`src/hdl/mini_rv_settings.svh`:
```
// mini_rv core settings

`ifndef MINI_RV_SETTINGS_SVH
`define MINI_RV_SETTINGS_SVH

// Data and address width
`define MINI_RV_XLEN 32

// Register index width
`define MINI_RV_REG_ADDR_W 5

// Architectural integer registers, x0 included
`define MINI_RV_NUM_REGS 32

// First fetch address after reset
`define MINI_RV_BOOT_ADDR 32'h0000_0080

`endif

```
`src/hdl/mini_rv_pkg.sv`:
```
// mini_rv shared types

`default_nettype none

`include "mini_rv_settings.svh"

package mini_rv_pkg;

  // ALU operations
  typedef enum logic [2:0] {
    ALU_ADD    = 3'd0,
    ALU_SUB    = 3'd1,
    ALU_AND    = 3'd2,
    ALU_OR     = 3'd3,
    ALU_XOR    = 3'd4,
    ALU_SLT    = 3'd5,
    // LUI and store data
    ALU_PASS_B = 3'd6
  } alu_op_e;

  // What the instruction does in EX
  typedef enum logic [1:0] {
    KIND_ALU   = 2'd0,
    KIND_STORE = 2'd1,
    KIND_NOP   = 2'd2
  } instr_kind_e;

  // Fetch unit states
  typedef enum logic [1:0] {
    FETCH_IDLE = 2'd0,
    FETCH_WAIT = 2'd1,
    FETCH_HOLD = 2'd2
  } fetch_state_e;

  // Wishbone classic master request
  typedef struct packed {
    logic                     cyc;
    logic                     stb;
    logic                     we;
    logic [`MINI_RV_XLEN-1:0] adr;
    logic [3:0]               sel;
    logic [`MINI_RV_XLEN-1:0] dat;
  } wb_m2s_t;

  // Wishbone classic slave response
  typedef struct packed {
    logic                     ack;
    logic [`MINI_RV_XLEN-1:0] dat;
  } wb_s2m_t;

  // IF/ID register contents
  typedef struct packed {
    logic [`MINI_RV_XLEN-1:0] instr;
    logic [`MINI_RV_XLEN-1:0] pc;
  } if_id_pipe_t;

  // ID/EX register contents, operands already forwarded
  typedef struct packed {
    instr_kind_e                    kind;
    alu_op_e                        alu_op;
    logic [`MINI_RV_XLEN-1:0]       operand_a;
    logic [`MINI_RV_XLEN-1:0]       operand_b;
    logic [`MINI_RV_XLEN-1:0]       store_data;
    logic [`MINI_RV_XLEN-1:0]       store_offset;
    logic [`MINI_RV_REG_ADDR_W-1:0] rd;
  } id_ex_pipe_t;

  // Register write from EX, also the forwarding source
  typedef struct packed {
    logic                           we;
    logic [`MINI_RV_REG_ADDR_W-1:0] waddr;
    logic [`MINI_RV_XLEN-1:0]       wdata;
  } rf_fwd_t;

endpackage

`default_nettype wire

```
`src/hdl/mini_rv_if_stage.sv`:
```
// mini_rv instruction fetch

`timescale 1ns/1ps
`default_nettype none

`include "mini_rv_settings.svh"

module mini_rv_if_stage import mini_rv_pkg::*; (
  input  logic        clk_i,
  input  logic        reset_i,
  input  logic        fetch_enable_i,
  // Wishbone instruction master
  output wb_m2s_t     ibus_o,
  input  wb_s2m_t     ibus_i,
  // Towards decode
  output logic        if_valid_o,
  output if_id_pipe_t if_id_pipe_o,
  input  logic        id_ready_i
);

  fetch_state_e             state_q;
  logic [`MINI_RV_XLEN-1:0] pc_q;
  logic                     if_valid_q;
  if_id_pipe_t              if_id_q;
  // Word that came back while IF/ID was still occupied
  if_id_pipe_t              hold_q;
  if_id_pipe_t              fetched;
  logic                     fetch_ack;
  logic                     slot_free;
  logic                     hold_release;

  assign fetch_ack    = (state_q == FETCH_WAIT) && ibus_i.ack;
  // IF/ID empty, or emptied at this edge
  assign slot_free    = !if_valid_q || id_ready_i;
  assign hold_release = (state_q == FETCH_HOLD) && id_ready_i;

  assign fetched.instr = ibus_i.dat;
  assign fetched.pc    = pc_q;

  // Full word read at the PC
  always_comb begin
    ibus_o     = '0;
    ibus_o.cyc = (state_q == FETCH_WAIT);
    ibus_o.stb = (state_q == FETCH_WAIT);
    ibus_o.adr = pc_q;
    ibus_o.sel = 4'hf;
  end

  ////////////////////////////////////////////////////////////////////////////
  // Fetch FSM and PC
  ////////////////////////////////////////////////////////////////////////////

  always_ff @(posedge clk_i) begin
    if (reset_i) begin
      state_q <= FETCH_IDLE;
      pc_q    <= `MINI_RV_BOOT_ADDR;
    end else begin
      case (state_q)
        // Leaving IDLE latches the start request
        FETCH_IDLE: begin
          if (fetch_enable_i) begin
            state_q <= FETCH_WAIT;
          end
        end
        FETCH_WAIT: begin
          if (ibus_i.ack) begin
            pc_q <= pc_q + 32'd4;
            // No room in IF/ID, park the word and stop fetching
            if (!slot_free) begin
              state_q <= FETCH_HOLD;
            end
          end
        end
        FETCH_HOLD: begin
          if (id_ready_i) begin
            state_q <= FETCH_WAIT;
          end
        end
        default: begin
          state_q <= FETCH_IDLE;
        end
      endcase
    end
  end

  ////////////////////////////////////////////////////////////////////////////
  // IF/ID register
  ////////////////////////////////////////////////////////////////////////////

  always_ff @(posedge clk_i) begin
    if (reset_i) begin
      if_valid_q <= 1'b0;
    end else if ((fetch_ack && slot_free) || hold_release) begin
      if_valid_q <= 1'b1;
    end else if (id_ready_i) begin
      if_valid_q <= 1'b0;
    end
  end

  always_ff @(posedge clk_i) begin
    if (fetch_ack && slot_free) begin
      if_id_q <= fetched;
    end else if (hold_release) begin
      if_id_q <= hold_q;
    end
    if (fetch_ack && !slot_free) begin
      hold_q <= fetched;
    end
  end

  assign if_valid_o   = if_valid_q;
  assign if_id_pipe_o = if_id_q;

  // Bus rules
  a_ibus_adr_stable: assert property (@(posedge clk_i) disable iff (reset_i)
    ibus_o.stb && !ibus_i.ack |=> ibus_o.stb && $stable(ibus_o.adr));

  // IF/ID offer held until decode takes it
  a_if_id_stable: assert property (@(posedge clk_i) disable iff (reset_i)
    if_valid_o && !id_ready_i |=> if_valid_o && $stable(if_id_pipe_o));

endmodule

`default_nettype wire

```
`src/hdl/mini_rv_id_stage.sv`:
```
// mini_rv decode and operand forwarding

`timescale 1ns/1ps
`default_nettype none

`include "mini_rv_settings.svh"

module mini_rv_id_stage import mini_rv_pkg::*; (
  input  logic                           clk_i,
  input  logic                           reset_i,
  // From fetch
  input  logic                           if_valid_i,
  input  if_id_pipe_t                    if_id_pipe_i,
  output logic                           id_ready_o,
  // Register file read ports
  output logic [`MINI_RV_REG_ADDR_W-1:0] rs1_addr_o,
  output logic [`MINI_RV_REG_ADDR_W-1:0] rs2_addr_o,
  input  logic [`MINI_RV_XLEN-1:0]       rs1_data_i,
  input  logic [`MINI_RV_XLEN-1:0]       rs2_data_i,
  // Result of the instruction in EX
  input  rf_fwd_t                        ex_fwd_i,
  // Towards execute
  output logic                           id_valid_o,
  output id_ex_pipe_t                    id_ex_pipe_o,
  input  logic                           ex_ready_i
);

  // Major opcodes kept by the core
  typedef enum logic [6:0] {
    OPC_OP     = 7'b0110011,
    OPC_OP_IMM = 7'b0010011,
    OPC_LUI    = 7'b0110111,
    OPC_STORE  = 7'b0100011
  } opcode_e;

  logic [`MINI_RV_XLEN-1:0]       instr;
  opcode_e                        opcode;
  logic [2:0]                     funct3;
  logic [6:0]                     funct7;
  logic [`MINI_RV_REG_ADDR_W-1:0] rs1;
  logic [`MINI_RV_REG_ADDR_W-1:0] rs2;
  logic [`MINI_RV_XLEN-1:0]       imm_i;
  logic [`MINI_RV_XLEN-1:0]       imm_s;
  logic [`MINI_RV_XLEN-1:0]       imm_u;
  logic [`MINI_RV_XLEN-1:0]       op_a;
  logic [`MINI_RV_XLEN-1:0]       op_b;
  logic                           fwd_a;
  logic                           fwd_b;
  id_ex_pipe_t                    dec;
  logic                           id_valid_q;
  id_ex_pipe_t                    id_ex_q;

  // Instruction fields
  assign instr  = if_id_pipe_i.instr;
  assign opcode = opcode_e'(instr[6:0]);
  assign funct3 = instr[14:12];
  assign funct7 = instr[31:25];
  assign rs1    = instr[19:15];
  assign rs2    = instr[24:20];

  assign rs1_addr_o = rs1;
  assign rs2_addr_o = rs2;

  // I, S and U immediates
  assign imm_i = {{20{instr[31]}}, instr[31:20]};
  assign imm_s = {{20{instr[31]}}, instr[31:25], instr[11:7]};
  assign imm_u = {instr[31:12], 12'b0};

  ////////////////////////////////////////////////////////////////////////////
  // Operand forwarding from EX
  ////////////////////////////////////////////////////////////////////////////

  // x0 never takes a forwarded value
  assign fwd_a = ex_fwd_i.we && (ex_fwd_i.waddr == rs1) && (rs1 != '0);
  assign fwd_b = ex_fwd_i.we && (ex_fwd_i.waddr == rs2) && (rs2 != '0);

  assign op_a = fwd_a ? ex_fwd_i.wdata : rs1_data_i;
  assign op_b = fwd_b ? ex_fwd_i.wdata : rs2_data_i;

  ////////////////////////////////////////////////////////////////////////////
  // Decoder
  ////////////////////////////////////////////////////////////////////////////

  always_comb begin
    dec              = '0;
    dec.kind         = KIND_NOP;
    dec.alu_op       = ALU_ADD;
    dec.operand_a    = op_a;
    dec.operand_b    = op_b;
    dec.store_data   = op_b;
    dec.store_offset = imm_s;
    dec.rd           = instr[11:7];
    case (opcode)
      OPC_OP: begin
        dec.kind = KIND_ALU;
        case (funct3)
          3'b000: dec.alu_op = funct7[5] ? ALU_SUB : ALU_ADD;
          3'b010: dec.alu_op = ALU_SLT;
          3'b100: dec.alu_op = ALU_XOR;
          3'b110: dec.alu_op = ALU_OR;
          3'b111: dec.alu_op = ALU_AND;
          default: dec.kind = KIND_NOP;
        endcase
        // funct7 other than zero is only legal for SUB
        if (funct7 != 7'b0 && !(funct7 == 7'b0100000 && funct3 == 3'b000)) begin
          dec.kind = KIND_NOP;
        end
      end
      // ADDI only
      OPC_OP_IMM: begin
        if (funct3 == 3'b000) begin
          dec.kind      = KIND_ALU;
          dec.operand_b = imm_i;
        end
      end
      OPC_LUI: begin
        dec.kind      = KIND_ALU;
        dec.alu_op    = ALU_PASS_B;
        dec.operand_b = imm_u;
      end
      // SW only
      OPC_STORE: begin
        if (funct3 == 3'b010) begin
          dec.kind   = KIND_STORE;
          dec.alu_op = ALU_PASS_B;
        end
      end
      default: begin
        dec.kind = KIND_NOP;
      end
    endcase
  end

  ////////////////////////////////////////////////////////////////////////////
  // ID/EX register
  ////////////////////////////////////////////////////////////////////////////

  assign id_ready_o = !id_valid_q || ex_ready_i;

  always_ff @(posedge clk_i) begin
    if (reset_i) begin
      id_valid_q <= 1'b0;
    end else if (id_ready_o) begin
      id_valid_q <= if_valid_i;
    end
  end

  always_ff @(posedge clk_i) begin
    if (if_valid_i && id_ready_o) begin
      id_ex_q <= dec;
    end
  end

  assign id_valid_o   = id_valid_q;
  assign id_ex_pipe_o = id_ex_q;

endmodule

`default_nettype wire

```
`src/hdl/mini_rv_register_file.sv`:
```
// mini_rv integer register file

`timescale 1ns/1ps
`default_nettype none

`include "mini_rv_settings.svh"

module mini_rv_register_file import mini_rv_pkg::*; (
  input  logic                           clk_i,
  input  logic                           reset_i,
  input  logic [`MINI_RV_REG_ADDR_W-1:0] raddr_a_i,
  input  logic [`MINI_RV_REG_ADDR_W-1:0] raddr_b_i,
  output logic [`MINI_RV_XLEN-1:0]       rdata_a_o,
  output logic [`MINI_RV_XLEN-1:0]       rdata_b_o,
  input  rf_fwd_t                        wr_i
);

  // x1 to x31, x0 has no storage
  logic [`MINI_RV_XLEN-1:0] regs_q [1:`MINI_RV_NUM_REGS-1];

  // Single write port, x0 writes dropped
  always_ff @(posedge clk_i) begin
    if (reset_i) begin
      for (int i = 1; i < `MINI_RV_NUM_REGS; i++) begin
        regs_q[i] <= '0;
      end
    end else if (wr_i.we && wr_i.waddr != '0) begin
      regs_q[wr_i.waddr] <= wr_i.wdata;
    end
  end

  // Combinational reads
  assign rdata_a_o = (raddr_a_i == '0) ? '0 : regs_q[raddr_a_i];
  assign rdata_b_o = (raddr_b_i == '0) ? '0 : regs_q[raddr_b_i];

endmodule

`default_nettype wire

```
`src/hdl/mini_rv_ex_stage.sv`:
```
// mini_rv execute and write-back

`timescale 1ns/1ps
`default_nettype none

`include "mini_rv_settings.svh"

module mini_rv_ex_stage import mini_rv_pkg::*; (
  input  logic        clk_i,
  input  logic        reset_i,
  // Instruction held in ID/EX
  input  logic        id_valid_i,
  input  id_ex_pipe_t id_ex_pipe_i,
  output logic        ex_ready_o,
  // Register write, forwarded to decode as well
  output rf_fwd_t     ex_fwd_o,
  // Wishbone data master
  output wb_m2s_t     dbus_o,
  input  wb_s2m_t     dbus_i
);

  logic [`MINI_RV_XLEN-1:0] alu_a;
  logic [`MINI_RV_XLEN-1:0] alu_b;
  logic [`MINI_RV_XLEN-1:0] alu_result;
  logic                     is_alu;
  logic                     is_store;

  assign alu_a    = id_ex_pipe_i.operand_a;
  assign alu_b    = id_ex_pipe_i.operand_b;
  assign is_alu   = id_valid_i && (id_ex_pipe_i.kind == KIND_ALU);
  assign is_store = id_valid_i && (id_ex_pipe_i.kind == KIND_STORE);

  ////////////////////////////////////////////////////////////////////////////
  // ALU
  ////////////////////////////////////////////////////////////////////////////

  always_comb begin
    case (id_ex_pipe_i.alu_op)
      ALU_ADD:    alu_result = alu_a + alu_b;
      ALU_SUB:    alu_result = alu_a - alu_b;
      ALU_AND:    alu_result = alu_a & alu_b;
      ALU_OR:     alu_result = alu_a | alu_b;
      ALU_XOR:    alu_result = alu_a ^ alu_b;
      // Signed compare, result is 0 or 1
      ALU_SLT: begin
        alu_result = {{(`MINI_RV_XLEN-1){1'b0}}, $signed(alu_a) < $signed(alu_b)};
      end
      ALU_PASS_B: alu_result = alu_b;
      default:    alu_result = '0;
    endcase
  end

  // Written at the next edge, x0 never
  assign ex_fwd_o.we    = is_alu && (id_ex_pipe_i.rd != '0);
  assign ex_fwd_o.waddr = id_ex_pipe_i.rd;
  assign ex_fwd_o.wdata = alu_result;

  ////////////////////////////////////////////////////////////////////////////
  // Store over the data bus
  ////////////////////////////////////////////////////////////////////////////

  // Full-word write, held until ack
  always_comb begin
    dbus_o     = '0;
    dbus_o.cyc = is_store;
    dbus_o.stb = is_store;
    dbus_o.we  = 1'b1;
    dbus_o.sel = 4'hf;
    dbus_o.adr = alu_a + id_ex_pipe_i.store_offset;
    dbus_o.dat = id_ex_pipe_i.store_data;
  end

  // A store leaves EX on its ack cycle, everything else in one cycle
  assign ex_ready_o = !is_store || dbus_i.ack;

  // Request stays put while the slave stalls
  a_dbus_stable: assert property (@(posedge clk_i) disable iff (reset_i)
    dbus_o.stb && !dbus_i.ack |=>
      dbus_o.stb && $stable(dbus_o.adr) && $stable(dbus_o.dat));

endmodule

`default_nettype wire

```
`src/hdl/mini_rv_core.sv`:
```
// mini_rv core top level

`timescale 1ns/1ps
`default_nettype none

`include "mini_rv_settings.svh"

module mini_rv_core import mini_rv_pkg::*; (
  input  logic    clk_i,
  input  logic    reset_i,
  input  logic    fetch_enable_i,
  // Wishbone instruction bus
  output wb_m2s_t ibus_o,
  input  wb_s2m_t ibus_i,
  // Wishbone data bus
  output wb_m2s_t dbus_o,
  input  wb_s2m_t dbus_i
);

  // IF to ID
  logic                           if_valid;
  if_id_pipe_t                    if_id_pipe;
  logic                           id_ready;

  // ID to EX
  logic                           id_valid;
  id_ex_pipe_t                    id_ex_pipe;
  logic                           ex_ready;

  // Register file reads and the EX write
  logic [`MINI_RV_REG_ADDR_W-1:0] rs1_addr;
  logic [`MINI_RV_REG_ADDR_W-1:0] rs2_addr;
  logic [`MINI_RV_XLEN-1:0]       rs1_data;
  logic [`MINI_RV_XLEN-1:0]       rs2_data;
  rf_fwd_t                        ex_fwd;

  ////////////////////////////////////////////////////////////////////////////
  // Fetch
  ////////////////////////////////////////////////////////////////////////////

  mini_rv_if_stage if_stage_inst (
    .clk_i          (clk_i),
    .reset_i        (reset_i),
    .fetch_enable_i (fetch_enable_i),
    .ibus_o         (ibus_o),
    .ibus_i         (ibus_i),
    .if_valid_o     (if_valid),
    .if_id_pipe_o   (if_id_pipe),
    .id_ready_i     (id_ready)
  );

  ////////////////////////////////////////////////////////////////////////////
  // Decode and registers
  ////////////////////////////////////////////////////////////////////////////

  mini_rv_id_stage id_stage_inst (
    .clk_i        (clk_i),
    .reset_i      (reset_i),
    .if_valid_i   (if_valid),
    .if_id_pipe_i (if_id_pipe),
    .id_ready_o   (id_ready),
    .rs1_addr_o   (rs1_addr),
    .rs2_addr_o   (rs2_addr),
    .rs1_data_i   (rs1_data),
    .rs2_data_i   (rs2_data),
    .ex_fwd_i     (ex_fwd),
    .id_valid_o   (id_valid),
    .id_ex_pipe_o (id_ex_pipe),
    .ex_ready_i   (ex_ready)
  );

  // Write port fed straight from EX
  mini_rv_register_file register_file_inst (
    .clk_i     (clk_i),
    .reset_i   (reset_i),
    .raddr_a_i (rs1_addr),
    .raddr_b_i (rs2_addr),
    .rdata_a_o (rs1_data),
    .rdata_b_o (rs2_data),
    .wr_i      (ex_fwd)
  );

  ////////////////////////////////////////////////////////////////////////////
  // Execute and write-back
  ////////////////////////////////////////////////////////////////////////////

  mini_rv_ex_stage ex_stage_inst (
    .clk_i        (clk_i),
    .reset_i      (reset_i),
    .id_valid_i   (id_valid),
    .id_ex_pipe_i (id_ex_pipe),
    .ex_ready_o   (ex_ready),
    .ex_fwd_o     (ex_fwd),
    .dbus_o       (dbus_o),
    .dbus_i       (dbus_i)
  );

endmodule

`default_nettype wire

```
`config.mk`:
```
export PLATFORM = sky130hd
export DESIGN_NAME = mini_rv_core
export DESIGN_NICKNAME = d
export VERILOG_FILES = /design/src/hdl/mini_rv_pkg.sv /design/src/hdl/mini_rv_if_stage.sv /design/src/hdl/mini_rv_id_stage.sv /design/src/hdl/mini_rv_register_file.sv /design/src/hdl/mini_rv_ex_stage.sv /design/src/hdl/mini_rv_core.sv
export VERILOG_INCLUDE_DIRS = /design/src /design/src/hdl
export SDC_FILE = /design/constraint.sdc
export NUM_CORES = 2
export LEC_CHECK = 0
export ABC_AREA = 0
export BUFFER_PORTS_ARGS = -buffer_cell sky130_fd_sc_hd__buf_2
export CAP_MARGIN = 15
export CORE_MARGIN = 2
export CORE_UTILIZATION = 50
export DETAILED_ROUTE_END_ITERATION = 8
export HOLD_SLACK_MARGIN = 0.15
export PLACE_DENSITY = 0.72
export SLEW_MARGIN = 20
export SYNTH_ARGS = -nofsm -noshare
export SYNTH_HDL_FRONTEND = slang
export SYNTH_SLANG_ARGS = --single-unit
```
`constraint.sdc`:
```
create_clock -name clk_i -period 7.38 [get_ports clk_i]
set_clock_uncertainty 0.05 [all_clocks]
set_input_delay 0.738 -clock clk_i [delete_from_list [all_inputs] [get_ports clk_i]]
set_output_delay 0.738 -clock clk_i [all_outputs]
set_load 0.005 [all_outputs]
```
# After elaboration in Yosys (flattened, before gate mapping)
# Memory sizes are Yosys's and may differ from the RTL's. A register that Yosys moved wholly into a read port is not among the register bits.
# Index checks and enable logic that the tools add are counted.
# Widths: inputs -> output; s select.
totals:
  register_bits: 250
  mem_count: 1
  elab_cells: 121
  ramBits: 992
memory_table:
  columns: ["name", "words", "word_bits", "rd", "rd_ports_with_merged_regs", "wr", "line", "source"]
  rows:
  - ["register_file_inst.regs_q", 31, 32, 2, 2, 31, "mini_rv_register_file.sv:19", "logic [`MINI_RV_XLEN-1:0] regs_q [1:`MINI_RV_NUM_REGS-1];"]
classes:
  mux: 34
  addsub: 4
  n_lt_le_gt_ge: 1
  eq_ne: 24
  reduce_logical: 40
  n_bitwise: 3
op_table:
  columns: ["operator", "count"]
  rows:
  - ["$pmux 32 s7", 1]
  - ["$mux 32", 6]
  - ["$mux 64", 2]
  - ["$add 32x32->32", 2]
  - ["$pmux 32 s2", 1]
  - ["$add 32x3->32 const B", 1]
  - ["$and 32x32->32", 1]
  - ["$lt 32x32->1", 1]
  - ["$or 32x32->32", 1]
  - ["$reduce_or 32->1", 1]
  - ["$sub 32x32->32", 1]
  - ["$xor 32x32->32", 1]
  - ["$eq 7x6->1 const B", 4]
  - ["$mux 5", 4]
  - ["$eq 3x3->1 const B", 6]
  - ["$logic_and 1x1->1", 15]
  - ["$pmux 3 s5", 1]
  - ["$reduce_bool 5->1", 3]
  - ["$mux 2", 7]
  - ["$eq 5x5->1", 2]
  - ["$logic_not 5->1", 2]
  - ["$eq 3x2->1 const B", 3]
  - ["$mux 1", 9]
  - ["$pmux 3 s3", 1]
  - ["other kinds (17)", 30]

# Longest topological paths before layout
depth:
  word_depth: 9
  depth_mapped: 16
  mapped_depth_nobuf: 14

# Hierarchy
# Synthesis repeated with hierarchy kept, for this count alone.
unflattened:
  cells_unflattened: 5724
  area_unflattened_um2: 74026.0
by_module_without_submodules:
  columns: ["module", "area_each_um2", "cells_per_inst", "seq_area_each_um2", "instances"]
  rows:
  - ["mini_rv_register_file", 54631.1, 3765, 30749.5, 1]
  - ["mini_rv_ex_stage", 7707.4, 1150, 0.0, 1]
  - ["mini_rv_if_stage", 6391.1, 426, 4384.2, 1]
  - ["mini_rv_id_stage", 5296.3, 383, 3413.3, 1]

# Worst setup path after synthesis
# No wires, ideal clock.
synth_timing:
  path_kind: "input-to-reg"
  startpoint: "input dbus_i[32] (netlist bit)"
  endpoint: "register id_stage_inst.id_ex_q, in the netlist id_stage_inst.id_ex_pipe_o[0] (enable)"
  path_buffers: 0
  required_ns: 6.731
  arrival_ns: 5.831
  stages: 2
  slack_ns: 0.900
  setup_time_ns: 0.599
  path_cell_list: "nor2_1 nor2b_1"
synth_via:
  elab_chain_cells: 3
synth_lines:
  columns: ["item", "line", "source"]
  rows:
  - ["from (decl)", "mini_rv_core.sv:17", "input wb_s2m_t dbus_i"]
  - ["$logic_or 1x1->1", "mini_rv_ex_stage.sv:74", "assign ex_ready_o = !is_store || dbus_i.ack;"]
  - ["$logic_or 1x1->1", "mini_rv_id_stage.sv:138", "assign id_ready_o = !id_valid_q || ex_ready_i;"]
  - ["$logic_and 1x1->1", "mini_rv_id_stage.sv:149", "if (if_valid_i && id_ready_o) begin"]
  - ["to (signal assigned)", "mini_rv_id_stage.sv:150", "id_ex_q <= dec;"]
  - ["to (decl)", "mini_rv_id_stage.sv:51", "id_ex_pipe_t id_ex_q;"]
# No other way between the ends.
# A chain may end at the register's enable or synchronous reset.

==> parameters.txt <==
Parameter                              Value

Outcome
  Status    completed

Timing
  Fin worst setup slack    1.37 ns
  Final Hold Vio Count    0
  Share of the clock period used by the worst path after layout    81.4%
  Minimum period implied by the final worst setup slack    ~6 ns
  Worst slew pin tran    approximately 1.2 ns
  Number of endpoints failing setup at the final stage    0
  Post-route worst hold slack    between 0.2 and 0.3 ns
  Unrepaired setup endpoints after global routing    no
  Final Max Slew Viols    0
  Final setup TNS    0 ns
  Headroom to the max-slew limit    roughly a fifth
  Highest clock frequency the design can meet    around 0.17 GHz

Power
  Fraction of power consumed by the clock network    about two fifths
  Combinational fraction of design power    between 10% and 20%
  Pwr per Cell Area    around 230 nW/um2
  Max IR drop VDD    0.235 mV
  Internal Power    around 13 mW
  Sw Ratio    25.2%
  Sequential fraction of design power    48.5%
  Net switching power    ~4.2 mW
  Leakage power summed over all cells    27.4 nW

Synth
  Total of warnings raised by yosys    0
  Async SR Flop Fraction    0%
  Gate count of the mapped netlist    4912
  Basic-gate share of the synthesized area counting and, or, nand and nor cells    around 8.8%
  Sequential-to-total area share from yosys stat    between 50% and 60%
  Top cell type's share of synthesized area    a little over half
  EDFF count, synth    between 1000 and 1500
  Post-synth top area cell    sky130_fd_sc_hd__edfxtp_1
  Most used standard cell by instance count after synthesis    sky130_fd_sc_hd__edfxtp_1
  Fraction of synthesized cell area in xor and xnor cells    less than 1%
  Largest cells by area after synthesis    sky130_fd_sc_hd__edfxtp_1 53%, sky130_fd_sc_hd__mux4_2 21%, sky130_fd_sc_hd__nor2_1 6.2%
  Adder-cell share of the synthesized area    under 10%
  Mean cell area of the mapped netlist    13.8 um2
  Synth Area in Compound Gates    under 10%
  Number of distinct library cell variants in the gate-level netlist after synthesis    87
  FF+latch count, synth    1245
  Area of the mapped netlist    68000 um2
  Most frequent cells after synthesis    1201 x sky130_fd_sc_hd__edfxtp_1, 1124 x sky130_fd_sc_hd__nor2_1, 639 x sky130_fd_sc_hd__mux4_2
  Multiplexer fraction of the synthesized cell area    between 20% and 30%
  Synth Flop Type    sky130_fd_sc_hd__edfxtp_1
  Largest family of logic cells by synthesized area    multiplexers

Global routing
  Global router's overall resource usage    between 30% and 40%
  Largest net degree at the start of global routing    113
  Initial antenna violation count    4
  Via count of the first global-routing pass    ~46000
  First-pass GRT wire length    ~310000 um
  Total overflow reported by the global router    0

Flow run
  Max-cap violations    0

Clock tree
  Clock input transition at the sequential cells of the worst setup and hold paths    around 0.07 ns
  Number of buffers inserted during clock tree synthesis    approximately 130
  Root buf cell    sky130_fd_sc_hd__clkbuf_16
  Clock H-tree levels    4
  Clock insertion delay at the later pin of the skew report    a little under 0.8 ns
  Number of clock sinks    about 1200
  PostCTS Resize Cnt    0
  TritonCTS clock tree    built
  Post-CTS setup buffer count    0
  Largest buffer count on any clock path    3

Critical path
  Critical Path Start    id_stage_inst.id_ex_pipe_o[0]$_DFFE_PP_
  Setup crit end kind    output port
  End point of the critical path    dbus_o[66]
  Required time reported for the critical path endpoint    6.59 ns
  Flop-to-flop setup slack    ~1.9 ns
  Worst Path Arrival    5.22 ns
  Worst Setup Path Type    register to output port
  Startpoint Class    register
  Largest driver fanout on the critical path    7
  Worst Reg-to-Reg Cells    7
  Reg-to-Reg End    register_file_inst.regs_q[9][2]$_SDFFCE_PN0P_
  Startpoint of the most critical register-to-register path    id_stage_inst.id_ex_pipe_o[136]$_DFFE_PP_

Placed design
  I/O Buffers    approximately 130
  Number of cells after detailed placement    6511
  Worst slack after detailed placement    2.19 ns
  Hpwl dp    roughly 130000 um
  GP Congestion    between 0.9 and 1
  Placement Cell Area    about 70000 um2

Detailed routing
  Via Count    45988
  DRT antenna net count    0
  Total length of routed wires    213000 um
  DRT Pass-1 Iters    8
  Count of routing violations after the opening detailed-route iteration    just over 7000
  Via-per-instance ratio    ~6.8
  WL per Instance    about 31 um
  DR DRC count    0

Floorplan
  Initial core utilization    approximately 50%
  Die Y-Extent    about 370 um
  Placement row count    between 100 and 150
  Horiz. Die Dim    between 300 and 400 um
  Total die area    approximately 140000 um2
  Number of top-level pins    between 200 and 250
  Std-Cell Core Area    135000 um2

Finish
  Finished Cell Area    between 70000 and 80000 um2
  Post-Layout Cell Count    ~6800
  Fraction of final layout cells sized beyond drive strength 1    25.4%
  Area growth from synthesis to layout    10.0%
  Final Net Count    ~5000

Hold path
  Path type of the worst min-delay path    input port to register
layer usage:
metal	vias up	share of wire (%)	global-route usage (%)
li1	18578	-	-
met1	22994	33	37.1
met2	3616	47	48.3
met3	798	13	8.94
met4	2	6.6	17.8
met5	-	0.0061	0
cell type report:
cell class / instances / area (um2)
fillers: 10500 / 60500
flip-flops and latches: 1245 / 37000
multi-input cells: 3073 / 28600
clock buffers: 165 / 3530
well taps: 1781 / 2230
repair buffers: 302 / 2210
clock inverters: 73 / 691
inverters: 146 / 548
diodes: 1 / 2.50
worst min-delay path by stage:
| stage | start | to | depth (start not counted) |
|---|---|---|---|
| final | fetch_enable_i | if_stage_inst.state_q[0]$_SDFFE_PP0P_ | 3 |
| after global routing | fetch_enable_i | if_stage_inst.state_q[0]$_SDFFE_PP0P_ | 3 |
| after CTS | fetch_enable_i | if_stage_inst.state_q[0]$_SDFFE_PP0P_ | 3 |
| after detailed placement | if_stage_inst.if_id_pipe_o[42]$_DFFE_PN_ | id_stage_inst.id_ex_pipe_o[3]$_DFFE_PP_ | 0 |
| after global placement | if_stage_inst.if_id_pipe_o[43]$_DFFE_PN_ | id_stage_inst.id_ex_pipe_o[9]$_DFFE_PP_ | 0 |
| after floorplan | if_stage_inst.if_id_pipe_o[39]$_DFFE_PN_ | id_stage_inst.id_ex_pipe_o[0]$_DFFE_PP_ | 0 |
registers in the layout (all words and copies together), names as in the netlist, named ones only:
signal	flops
id_stage_inst.id_ex_pipe_o	113
if_stage_inst.if_id_pipe_o	32
register_file_inst.regs_q	1024
id_stage_inst.id_valid_o	1
if_stage_inst.state_q	2
if_stage_inst.hold_q	32
if_stage_inst.if_valid_o	1
if_stage_inst.pc_q	30
per-stage QoR:
| stage | total power [mW] | util, % |
|---|---|---|
| floorplan | 9.60 | - |
| global placement | 10.2 | 51.9 |
| detailed placement | 10.3 | 51.9 |
| CTS | 16.8 | 55.2 |
| global route | 17.2 | 55.3 |
| finish | 16.8 | 55.3 |
repair_timing:
item | in CTS | in global routing
hold endpoints to repair | 33 | 0
setup endpoints to repair | 0 | 0
hold buffers | 33 | 0
power by group through the flow:
stage / clock network (mW) / registers [mW] / logic [mW]
floorplan: 0 / 8.21 / 1.39
global placement: 0 / 8.29 / 1.93
detailed placement: 0 / 8.31 / 1.95
CTS: 6.66 / 8.17 / 1.98
global route: 6.92 / 8.19 / 2.12
finish: 6.63 / 8.17 / 2.03
critical path, cell delays in order, from the launching register on:
cell and delay (ns):
sky130_fd_sc_hd__edfxtp_1 0.50, sky130_fd_sc_hd__ha_1 0.24, sky130_fd_sc_hd__inv_1 0.06, sky130_fd_sc_hd__fa_1 0.40
sky130_fd_sc_hd__nor2b_1 0.12, sky130_fd_sc_hd__o21ai_0 0.15, sky130_fd_sc_hd__a21boi_0 0.37, sky130_fd_sc_hd__o41ai_1 0.21
sky130_fd_sc_hd__o21ai_0 0.84, sky130_fd_sc_hd__a21oi_1 0.37, sky130_fd_sc_hd__o31ai_1 0.48, sky130_fd_sc_hd__nor2_1 0.10
sky130_fd_sc_hd__o21ai_0 0.24, sky130_fd_sc_hd__xor2_1 0.21, sky130_fd_sc_hd__buf_2 0.14
cell families after synthesis:
kind of cell / after synthesis
adders and majority gates: 139
and+or+nand+nor: 1461
DFF: 1245
muxes: 785
AOI/OAI and AO/OA: 539
xor gates and xnor gates: 73
buffers and inverters: 668
other: 2
layout by cell type (no fill, tap or decap), types with 34 or more instances in the layout:
cell type,instances
sky130_fd_sc_hd__mux2_2,53
sky130_fd_sc_hd__dfxtp_1,34
sky130_fd_sc_hd__mux4_2,639
sky130_fd_sc_hd__conb_1,76
sky130_fd_sc_hd__buf_4,121
sky130_fd_sc_hd__edfxtp_1,1201
sky130_fd_sc_hd__a21oi_1,117
sky130_fd_sc_hd__nand2_1,101
sky130_fd_sc_hd__xnor2_1,41
sky130_fd_sc_hd__nor2_1,1124
sky130_fd_sc_hd__inv_1,141
sky130_fd_sc_hd__o21ai_0,80
sky130_fd_sc_hd__ha_1,136
sky130_fd_sc_hd__o22ai_1,69
sky130_fd_sc_hd__buf_2,134
sky130_fd_sc_hd__mux2i_1,93
sky130_fd_sc_hd__clkbuf_16,137
Note: power is estimated with default switching activity, not from simulation.
